`config.mk`:
```
export PLATFORM = sky130hd
export DESIGN_NAME = rename_core
export DESIGN_NICKNAME = d
export VERILOG_FILES = /design/src/source/core_pkg.sv /design/src/source/free_list.sv /design/src/source/map_table.sv /design/src/source/rename_core.sv /design/src/source/rename_stage.sv /design/src/source/rob.sv
export SDC_FILE = /design/constraint.sdc
export NUM_CORES = 2
export LEC_CHECK = 0
export ABC_AREA = 1
export BUFFER_PORTS_ARGS = -buffer_cell sky130_fd_sc_hd__buf_2
export CORE_MARGIN = 2
export CORE_UTILIZATION = 48
export DETAILED_ROUTE_END_ITERATION = 10
export HOLD_SLACK_MARGIN = 0.06
export MAX_ROUTING_LAYER = met4
export PLACE_DENSITY = 0.73
export SETUP_SLACK_MARGIN = 0.1
export SYNTH_ARGS = -nofsm -noshare
export SYNTH_HDL_FRONTEND = slang
export SYNTH_SLANG_ARGS = --single-unit
```
`constraint.sdc`:
```
create_clock -name clk_i -period 6 [get_ports clk_i]
set_clock_uncertainty 0.15 [all_clocks]
set_input_delay 1.2 -clock clk_i [delete_from_list [all_inputs] [get_ports clk_i]]
set_output_delay 1.2 -clock clk_i [all_outputs]
set_load 0.005 [all_outputs]
```
`src/source/core_pkg.sv`:
```
/*
 * core package
 * register file sizes, index types and rob entry state
 * shared by every block of the rename core
 */
package core_pkg;

	// ======================================================================
	// sizes
	// ======================================================================
	localparam int AREG_NUM  = 32;                  // architectural regs
	localparam int PREG_NUM  = 48;                  // physical regs
	localparam int ROB_DEPTH = 32;                  // instructions in flight
	localparam int FL_DEPTH  = PREG_NUM - AREG_NUM; // tags unmapped at reset

	// index widths
	localparam int AREG_W = $clog2(AREG_NUM);
	localparam int PREG_W = $clog2(PREG_NUM);
	localparam int ROB_W  = $clog2(ROB_DEPTH);
	localparam int FL_W   = $clog2(FL_DEPTH);

	// occupancy counters need one extra bit to reach full
	localparam int FL_CNT_W  = FL_W + 1;
	localparam int ROB_CNT_W = ROB_W + 1;

	// ======================================================================
	// index types
	// ======================================================================
	typedef logic [AREG_W-1:0] areg_t;    // arch reg index
	typedef logic [PREG_W-1:0] preg_t;    // physical tag
	typedef logic [ROB_W-1:0]  rob_idx_t; // rob entry index
	typedef logic [FL_W-1:0]   fl_ptr_t;  // free list pointer

	// r31 reads as zero and is never renamed
	localparam areg_t ZERO_REG = areg_t'(31);

	// rob entry life cycle
	typedef enum logic [1:0] {
		ROB_EMPTY, // slot free
		ROB_BUSY,  // dispatched and waiting on its unit
		ROB_DONE   // completed and waiting to retire
	} rob_state_e;

endpackage : core_pkg

```
`src/source/free_list.sv`:
```
/*
 * free list
 * circular queue of unmapped physical tags
 * pops at the head on allocation and pushes retired told at the tail
 */
`timescale 1ns/100ps

module free_list (
	input  logic            clk_i,
	input  logic            rst_n_i,

	input  logic            alloc_en_i, // pop head tag

	input  logic            free_en_i,  // push retired tag
	input  core_pkg::preg_t free_tag_i,

	output logic            empty_o,
	output core_pkg::preg_t head_tag_o  // next tag handed out
);

	import core_pkg::*;

	preg_t               fifo_q [FL_DEPTH];
	fl_ptr_t             head_q;
	fl_ptr_t             tail_q;
	logic [FL_CNT_W-1:0] cnt_q;    // tags held

	assign empty_o    = (cnt_q == '0);
	assign head_tag_o = fifo_q[head_q]; // valid only when not empty

	// ======================================================================
	// queue
	// ======================================================================
	// reset queues the 16 unmapped tags 32..47
	always_ff @(posedge clk_i or negedge rst_n_i) begin
		if (!rst_n_i) begin
			for (int i = 0; i < FL_DEPTH; i++) begin
				fifo_q[i] <= preg_t'(AREG_NUM + i);
			end
			head_q <= '0;
			tail_q <= '0; // full list so tail wrapped onto head
			cnt_q  <= FL_CNT_W'(FL_DEPTH);
		end else begin
			if (alloc_en_i) begin
				head_q <= head_q + 1'b1; // pointers wrap at 16
			end
			if (free_en_i) begin
				fifo_q[tail_q] <= free_tag_i;
				tail_q         <= tail_q + 1'b1;
			end
			case ({free_en_i, alloc_en_i})
				2'b10:   cnt_q <= cnt_q + 1'b1;
				2'b01:   cnt_q <= cnt_q - 1'b1;
				default: cnt_q <= cnt_q; // none or both
			endcase
		end
	end

endmodule : free_list

```
`src/source/map_table.sv`:
```
/*
 * map table
 * maps each architectural register to its newest physical tag
 * and keeps a ready bit per register, set by the cdb broadcast
 */
`timescale 1ns/100ps

module map_table (
	input  logic            clk_i,
	input  logic            rst_n_i,

	input  core_pkg::areg_t opa_areg_i,  // source a
	input  core_pkg::areg_t opb_areg_i,  // source b
	input  core_pkg::areg_t dest_areg_i, // destination

	input  logic            rename_en_i, // accepted and writes a reg
	input  core_pkg::preg_t new_tag_i,   // tnew from free list

	input  logic            cdb_vld_i,
	input  core_pkg::preg_t cdb_tag_i,

	output core_pkg::preg_t opa_tag_o,
	output core_pkg::preg_t opb_tag_o,
	output core_pkg::preg_t old_tag_o,   // told to rob
	output logic            opa_rdy_o,
	output logic            opb_rdy_o
);

	import core_pkg::*;

	preg_t               tag_q [AREG_NUM]; // current mapping
	logic [AREG_NUM-1:0] rdy_q;            // value present in prf

	// ======================================================================
	// lookup
	// ======================================================================
	// all reads see the table before this cycle's update
	assign opa_tag_o = tag_q[opa_areg_i];
	assign opb_tag_o = tag_q[opb_areg_i];
	assign old_tag_o = tag_q[dest_areg_i];

	// no forwarding from the cdb of this cycle
	assign opa_rdy_o = rdy_q[opa_areg_i];
	assign opb_rdy_o = rdy_q[opb_areg_i];

	// ======================================================================
	// update
	// ======================================================================
	always_ff @(posedge clk_i or negedge rst_n_i) begin
		if (!rst_n_i) begin
			for (int i = 0; i < AREG_NUM; i++) begin
				tag_q[i] <= preg_t'(i); // identity map
			end
			rdy_q <= '1;
		end else begin
			// wakeup every reg still mapped to the broadcast tag
			for (int i = 0; i < AREG_NUM; i++) begin
				if (cdb_vld_i && (tag_q[i] == cdb_tag_i)) begin
					rdy_q[i] <= 1'b1;
				end
			end
			// rename last so it wins over a stale wakeup
			if (rename_en_i) begin
				tag_q[dest_areg_i] <= new_tag_i;
				rdy_q[dest_areg_i] <= 1'b0; // new producer not done yet
			end
		end
	end

endmodule : map_table

```
`src/source/rename_core.sv`:
```
/*
 * rename core top
 * rename stage and reorder buffer joined by the dispatch,
 * broadcast and free paths
 */
`timescale 1ns/100ps

module rename_core (
	input  logic               clk_i,
	input  logic               rst_n_i,

	// dispatch
	input  logic               dp_vld_i,
	input  core_pkg::areg_t    dp_opa_areg_i,
	input  core_pkg::areg_t    dp_opb_areg_i,
	input  core_pkg::areg_t    dp_dest_areg_i,
	output logic               dp_ack_o,
	output core_pkg::preg_t    dp_opa_tag_o,
	output logic               dp_opa_rdy_o,
	output core_pkg::preg_t    dp_opb_tag_o,
	output logic               dp_opb_rdy_o,
	output core_pkg::preg_t    dp_dest_tag_o,
	output core_pkg::rob_idx_t dp_rob_idx_o,

	// completion from the execution side
	input  logic               cpl_vld_i,
	input  core_pkg::rob_idx_t cpl_rob_idx_i,

	// retirement
	output logic               retire_vld_o,
	output core_pkg::rob_idx_t retire_rob_idx_o,
	output core_pkg::preg_t    retire_tag_o
);

	import core_pkg::*;

	logic  dispatch_en;
	logic  has_dest;
	preg_t new_tag;  // tnew
	preg_t old_tag;  // told
	logic  rob_full;
	logic  cdb_vld;
	preg_t cdb_tag;
	logic  free_en;
	preg_t free_tag;

	// ======================================================================
	// rename stage
	// ======================================================================
	rename_stage u_rename_stage (
		.clk_i          (clk_i),
		.rst_n_i        (rst_n_i),
		.dp_vld_i       (dp_vld_i),
		.dp_opa_areg_i  (dp_opa_areg_i),
		.dp_opb_areg_i  (dp_opb_areg_i),
		.dp_dest_areg_i (dp_dest_areg_i),
		.rob_full_i     (rob_full),
		.cdb_vld_i      (cdb_vld),
		.cdb_tag_i      (cdb_tag),
		.free_en_i      (free_en),
		.free_tag_i     (free_tag),
		.dp_ack_o       (dp_ack_o),
		.dispatch_en_o  (dispatch_en),
		.has_dest_o     (has_dest),
		.new_tag_o      (new_tag),
		.old_tag_o      (old_tag),
		.dp_opa_tag_o   (dp_opa_tag_o),
		.dp_opa_rdy_o   (dp_opa_rdy_o),
		.dp_opb_tag_o   (dp_opb_tag_o),
		.dp_opb_rdy_o   (dp_opb_rdy_o),
		.dp_dest_tag_o  (dp_dest_tag_o)
	);

	// ======================================================================
	// reorder buffer
	// ======================================================================
	rob u_rob (
		.clk_i            (clk_i),
		.rst_n_i          (rst_n_i),
		.dispatch_en_i    (dispatch_en),
		.has_dest_i       (has_dest),
		.new_tag_i        (new_tag),
		.old_tag_i        (old_tag),
		.cpl_vld_i        (cpl_vld_i),
		.cpl_rob_idx_i    (cpl_rob_idx_i),
		.rob_full_o       (rob_full),
		.rob_tail_o       (dp_rob_idx_o), // slot the presented instr gets
		.cdb_vld_o        (cdb_vld),
		.cdb_tag_o        (cdb_tag),
		.free_en_o        (free_en),
		.free_tag_o       (free_tag),
		.retire_vld_o     (retire_vld_o),
		.retire_rob_idx_o (retire_rob_idx_o),
		.retire_tag_o     (retire_tag_o)
	);

endmodule : rename_core

```
`src/source/rename_stage.sv`:
```
/*
 * rename stage
 * decides dispatch acceptance and renames sources and destination
 * through the map table and the free list
 */
`timescale 1ns/100ps

module rename_stage (
	input  logic            clk_i,
	input  logic            rst_n_i,

	input  logic            dp_vld_i,
	input  core_pkg::areg_t dp_opa_areg_i,
	input  core_pkg::areg_t dp_opb_areg_i,
	input  core_pkg::areg_t dp_dest_areg_i,

	input  logic            rob_full_i,

	input  logic            cdb_vld_i,
	input  core_pkg::preg_t cdb_tag_i,

	input  logic            free_en_i,
	input  core_pkg::preg_t free_tag_i,

	output logic            dp_ack_o,
	output logic            dispatch_en_o,
	output logic            has_dest_o,

	output core_pkg::preg_t new_tag_o,  // tnew to rob
	output core_pkg::preg_t old_tag_o,  // told to rob

	output core_pkg::preg_t dp_opa_tag_o,
	output logic            dp_opa_rdy_o,
	output core_pkg::preg_t dp_opb_tag_o,
	output logic            dp_opb_rdy_o,
	output core_pkg::preg_t dp_dest_tag_o
);

	import core_pkg::*;

	logic  has_dest;    // writes a real reg
	logic  fl_empty;
	preg_t fl_head_tag;
	preg_t map_old_tag; // current mapping of dest
	logic  accept;
	logic  alloc_en;
	preg_t dest_tag;

	// ======================================================================
	// acceptance
	// ======================================================================
	assign has_dest = (dp_dest_areg_i != ZERO_REG);

	// a retirement this cycle does not relieve full or empty
	assign accept   = dp_vld_i && !rob_full_i && (!has_dest || !fl_empty);
	assign alloc_en = accept && has_dest;

	// r31 keeps its own tag
	assign dest_tag = has_dest ? fl_head_tag : map_old_tag;

	assign dp_ack_o      = accept;
	assign dispatch_en_o = accept;
	assign has_dest_o    = has_dest;
	assign new_tag_o     = dest_tag;
	assign old_tag_o     = map_old_tag;
	assign dp_dest_tag_o = dest_tag;

	// ======================================================================
	// rename tables
	// ======================================================================
	map_table u_map_table (
		.clk_i       (clk_i),
		.rst_n_i     (rst_n_i),
		.opa_areg_i  (dp_opa_areg_i),
		.opb_areg_i  (dp_opb_areg_i),
		.dest_areg_i (dp_dest_areg_i),
		.rename_en_i (alloc_en),
		.new_tag_i   (fl_head_tag),
		.cdb_vld_i   (cdb_vld_i),
		.cdb_tag_i   (cdb_tag_i),
		.opa_tag_o   (dp_opa_tag_o),
		.opb_tag_o   (dp_opb_tag_o),
		.old_tag_o   (map_old_tag),
		.opa_rdy_o   (dp_opa_rdy_o),
		.opb_rdy_o   (dp_opb_rdy_o)
	);

	free_list u_free_list (
		.clk_i      (clk_i),
		.rst_n_i    (rst_n_i),
		.alloc_en_i (alloc_en),
		.free_en_i  (free_en_i),  // told from retiring rob head
		.free_tag_i (free_tag_i),
		.empty_o    (fl_empty),
		.head_tag_o (fl_head_tag)
	);

endmodule : rename_stage

```
`src/source/rob.sv`:
```
/*
 * reorder buffer
 * records each dispatched instruction, marks completions,
 * drives the cdb broadcast and retires done entries in order
 */
`timescale 1ns/100ps

module rob (
	input  logic               clk_i,
	input  logic               rst_n_i,

	input  logic               dispatch_en_i,
	input  logic               has_dest_i,
	input  core_pkg::preg_t    new_tag_i,
	input  core_pkg::preg_t    old_tag_i,

	input  logic               cpl_vld_i,     // one cycle pulse
	input  core_pkg::rob_idx_t cpl_rob_idx_i,

	output logic               rob_full_o,
	output core_pkg::rob_idx_t rob_tail_o,    // index of next entry

	output logic               cdb_vld_o,
	output core_pkg::preg_t    cdb_tag_o,

	output logic               free_en_o,
	output core_pkg::preg_t    free_tag_o,

	output logic               retire_vld_o,
	output core_pkg::rob_idx_t retire_rob_idx_o,
	output core_pkg::preg_t    retire_tag_o
);

	import core_pkg::*;

	rob_state_e           state_q [ROB_DEPTH];
	preg_t                tnew_q  [ROB_DEPTH]; // tag written
	preg_t                told_q  [ROB_DEPTH]; // tag freed at retire
	logic [ROB_DEPTH-1:0] dest_q;              // entry writes a reg
	rob_idx_t             head_q;
	rob_idx_t             tail_q;
	logic [ROB_CNT_W-1:0] cnt_q;

	logic cpl_hit;  // completion lands on a busy entry
	logic retire;

	// ======================================================================
	// status and broadcast
	// ======================================================================
	assign rob_full_o = (cnt_q == ROB_CNT_W'(ROB_DEPTH));
	assign rob_tail_o = tail_q;

	// stray completions are dropped
	assign cpl_hit   = cpl_vld_i && (state_q[cpl_rob_idx_i] == ROB_BUSY);
	assign cdb_vld_o = cpl_hit && dest_q[cpl_rob_idx_i];
	assign cdb_tag_o = tnew_q[cpl_rob_idx_i];

	// head retires once done
	assign retire           = (state_q[head_q] == ROB_DONE);
	assign retire_vld_o     = retire;
	assign retire_rob_idx_o = head_q;
	assign retire_tag_o     = tnew_q[head_q]; // 31 for an r31 dest
	assign free_en_o        = retire && dest_q[head_q];
	assign free_tag_o       = told_q[head_q];

	// ======================================================================
	// entry state and pointers
	// ======================================================================
	always_ff @(posedge clk_i or negedge rst_n_i) begin
		if (!rst_n_i) begin
			for (int i = 0; i < ROB_DEPTH; i++) begin
				state_q[i] <= ROB_EMPTY;
			end
			head_q <= '0;
			tail_q <= '0;
			cnt_q  <= '0;
		end else begin
			// dispatch, completion and retire never touch one slot at once
			if (dispatch_en_i) begin
				state_q[tail_q] <= ROB_BUSY;
				tail_q          <= tail_q + 1'b1;
			end
			if (cpl_hit) begin
				state_q[cpl_rob_idx_i] <= ROB_DONE;
			end
			if (retire) begin
				state_q[head_q] <= ROB_EMPTY;
				head_q          <= head_q + 1'b1;
			end
			case ({dispatch_en_i, retire})
				2'b10:   cnt_q <= cnt_q + 1'b1;
				2'b01:   cnt_q <= cnt_q - 1'b1;
				default: cnt_q <= cnt_q;
			endcase
		end
	end

	// payload captured at dispatch
	always_ff @(posedge clk_i) begin
		if (dispatch_en_i) begin
			tnew_q[tail_q] <= new_tag_i;
			told_q[tail_q] <= old_tag_i;
			dest_q[tail_q] <= has_dest_i;
		end
	end

endmodule : rob

```
==> impl_metrics.ini <==
[clock_tree]
htree_levels = 3
cts_hold_buf = 0
cts_tree = done
cts.sinks = 829
cts-root-buf = clkbuf_16
clock_insertion_delay_worst_skew_ps = 700
cts_inserted_buffers = 93
ctsResizeCount = 0
cts_buffer_depth = 3
cts_setup_buffers = 0
clkTransAtPathRegs_ps = 60

[power]
pwr-share-seq_pct = 34.8
ir_drop_mv = 0.704
power_frac_clock_pct = 22.0
switching_share_pct = 45.4
power.total_uw = 27000
p_sw_uw = 12200
p_int_uw = 14700
p_comb_share_pct = 43.2
power.density_nw_per_um2 = 531
leakage_uw = 0.0211

[route]
viasPerCell = 6.21
first_pass_iters = 8
drtIter0Drc = 7205
route.vias.total = 44247
ant_nets = 0
post-route-drc-count = 0
routedWlPerCell_um = 25.1
wirelength_um = 179000

[timing]
rsz0062_at_grt = no
worstMarginPinSlew_ps = 1230
finalSetupViolations = 0
timing.hold.ws_ps = 217
finalCritPeriodShare_pct = 91.3
period_needed_ps = 5480
slew_headroom_pct = 18.1
setup-tns-final_ps = 0
max_clock_freq_mhz = 182
final-hold-violation-count = 0
slew_viol_final = 0

[outcome]
status = finished clean

[logic_synthesis]
postSynthAreaPerCell_sq_um = 7.85
yosysUniqueCellTypes = 55
synthFlopType = edfxtp_1
synth_top_cell_by_area = edfxtp_1
yosysMostFrequentCell = nand2_1
synthTopCellsByCount = nand2_1 (1496), o21ai_0 (976), nor2_1 (537), inv_1 (460), edfxtp_1 (416)
synth_area_sq_um = 46100
ys_warn_count = 0
ys_ff_latch = 829
synth_edf_count = 416
ys_async_sr_fraction_pct = 49.8
syn_inst = 5871
syn-num-nets = 5916
synth_area_leaders = edfxtp_1 (27%), dfrtp_1 (14%), nand2_1 (12%), o21ai_0 (11%), dfstp_2 (9.2%)
synth_seq_area_share_pct = 49.9
synth_top_area_share_pct = 27.1

[grt]
antenna_found_initial = 1
grt_max_degree = 182
track_usage_pct = 36.6
grt_pass1_wl_um = 262000
grt_pass1_vias = 40546
grt-ovfl-total = 0

[worst_hold_path]
hp-class = flip-flop to flip-flop
hold_path_depth = 0
hold_end = u_rename_stage.u_map_table.tag_q[4]$_DFFE_PN1P_
min_from = u_rename_stage.u_map_table.tag_q[4]$_DFFE_PN1P_

[floorplan]
die_area_sq_um = 98600
rows = 113
io_pins = 62
core-area_sq_um = 95200
die_h_um = 314
start_util_pct = 48.5
fp.dieW_um = 314

[worst_setup_path]
arrival_ps = 4130
r2r-start = u_rob.retire_rob_idx_o[0]$_DFFE_PN0N_
cp-startpoint = dp_dest_areg_i[0]
cp-start-kind = input port
worstPathRequired_ps = 4650
crit_type = input port to output pin
reg2reg_to = u_rename_stage.u_free_list.cnt_q[4]$_DFFE_PN1P_
rrSetupSlack_ps = 1670
reg2regPathDepth = 16
cp_max_fo = 49
end_kind = output pin

[finish]
fin_util_pct = 53.3
nets = 5831
drive_gt1_share_pct = 10.5
area_growth_syn_to_layout_pct = 10.0
layout.cells.non_filler = 7130
fill_cells = 8738

[placed_design]
dpl.cell_count = 6956
gp_congestion = 1.06
post-dp-hpwl_um = 112000
port_buffers = 61

[run]
drv_cap = 0
-- power groups by stage --
stage | clock network, uW | logic (uW) | registers [uW]
2_1_floorplan | 0 | 7120 | 8990
3_3_place_gp | 0 | 11100 | 9350
3_5_place_dp | 0 | 11200 | 9390
4_1_cts | 5960 | 11300 | 9300
5_1_grt | 6210 | 12500 | 9490
6_report | 5930 | 11600 | 9370
-- sequential cells by signal, summed over array words and instances, names as in the netlist, 6 cells and up --
name,flops
u_rename_stage.u_map_table.rdy_q,32
u_rob.told_q,192
u_rename_stage.u_map_table.tag_q,192
u_rob.cnt_q,6
u_rob.dest_q,32
u_rob.state_q,64
u_rename_stage.u_free_list.fifo_q,96
u_rob.tnew_q,192
-- layout make-up --
type / count / area, sq um / area share [%]
Timing Repair Buffer: 218 / 1600 / 3.15
Clock buffer: 122 / 2550 / 5.02
Sequential cell: 829 / 23000 / 45.4
Inverter: 484 / 1830 / 3.61
Clock inverter: 50 / 596 / 1.17
Tap cell: 1265 / 1580 / 3.12
Multi-Input combinational cell: 4160 / 19500 / 38.5
Antenna cell: 2 / 5.00 / 0.00986
-- critical path: stages --
cell and delay (ps):
buf_2 140, inv_1 80, nand2_2 770, o22ai_1 130, o21ai_0 420, nand4_1 270
or2_2 390, nand2_1 180, nand2_1 90, buf_4 260, buf_2 180
-- layout by cell type (no fill, tap or decap), types with 8 or more instances in the layout --
cell type / netlist / final
edfxtp_1: 416 / 416
nor3_1: 21 / 12
buf_4: 16 / 150
o21ai_0: 976 / 975
buf_2: 103 / 59
nor2_1: 537 / 527
a21oi_1: 374 / 374
dfstp_2: 161 / 161
nand2_2: 8 / 10
clkbuf_1: 229 / 19
bufinv_16: 0 / 11
xor2_1: 21 / 21
buf_12: 1 / 8
nor2_4: 7 / 19
ha_1: 20 / 20
o22ai_1: 169 / 169
nand3_1: 247 / 247
a31oi_1: 15 / 15
a22o_1: 17 / 17
o221ai_1: 25 / 25
nand3_2: 8 / 8
clkinv_2: 1 / 15
dfrtp_1: 252 / 250
inv_1: 460 / 456
clkbuf_8: 0 / 9
a22oi_1: 15 / 15
a32oi_1: 14 / 14
nand4_1: 27 / 27
nand2_1: 1496 / 1494
o21ai_1: 89 / 89
or2_2: 8 / 8
nor3_2: 4 / 13
o211ai_1: 11 / 11
clkinv_1: 13 / 28
a221oi_1: 12 / 12
clkbuf_16: 0 / 94
-- worst max path at each step --
stage	endpoint	cells after the start	slack (ps)
finish	dp_dest_tag_o[3]	11	520
global route	dp_dest_tag_o[3]	11	380
CTS	dp_dest_tag_o[3]	11	680
detailed placement	dp_dest_tag_o[3]	11	700
global placement	dp_dest_tag_o[3]	11	680
floorplan	dp_dest_tag_o[1]	11	1370
-- metrics by stage --
| stage | setup WS (ps) | area, sq um |
|---|---|---|
| 2_1_floorplan | 1370 | 46100 |
| 3_3_place_gp | 682 | 47600 |
| 3_5_place_dp | 698 | 47600 |
| 4_1_cts | 685 | 50700 |
| 5_1_grt | 384 | 50700 |
| 6_report | 520 | 50700 |
-- per-layer routing --
metal  wire (um)  track usage, %  share of wire (%)
met1       66300            47.2                 37
met2       77400            53.4                 43
met3       23300            8.25                 13
met4       11800            20.2                6.6
met5           0               -                  0
-- cells by family after synthesis --
logic type | Yosys count | synth area share, %
and+or+nand+nor | 2382 | 20.9
buffers and inverters | 882 | 7.98
adders and majority gates | 21 | 0.586
xor gates and xnor gates | 27 | 0.513
AOI/OAI and AO/OA | 1730 | 20.1
DFF | 829 | 49.9
(Power assumes the default switching activity.)
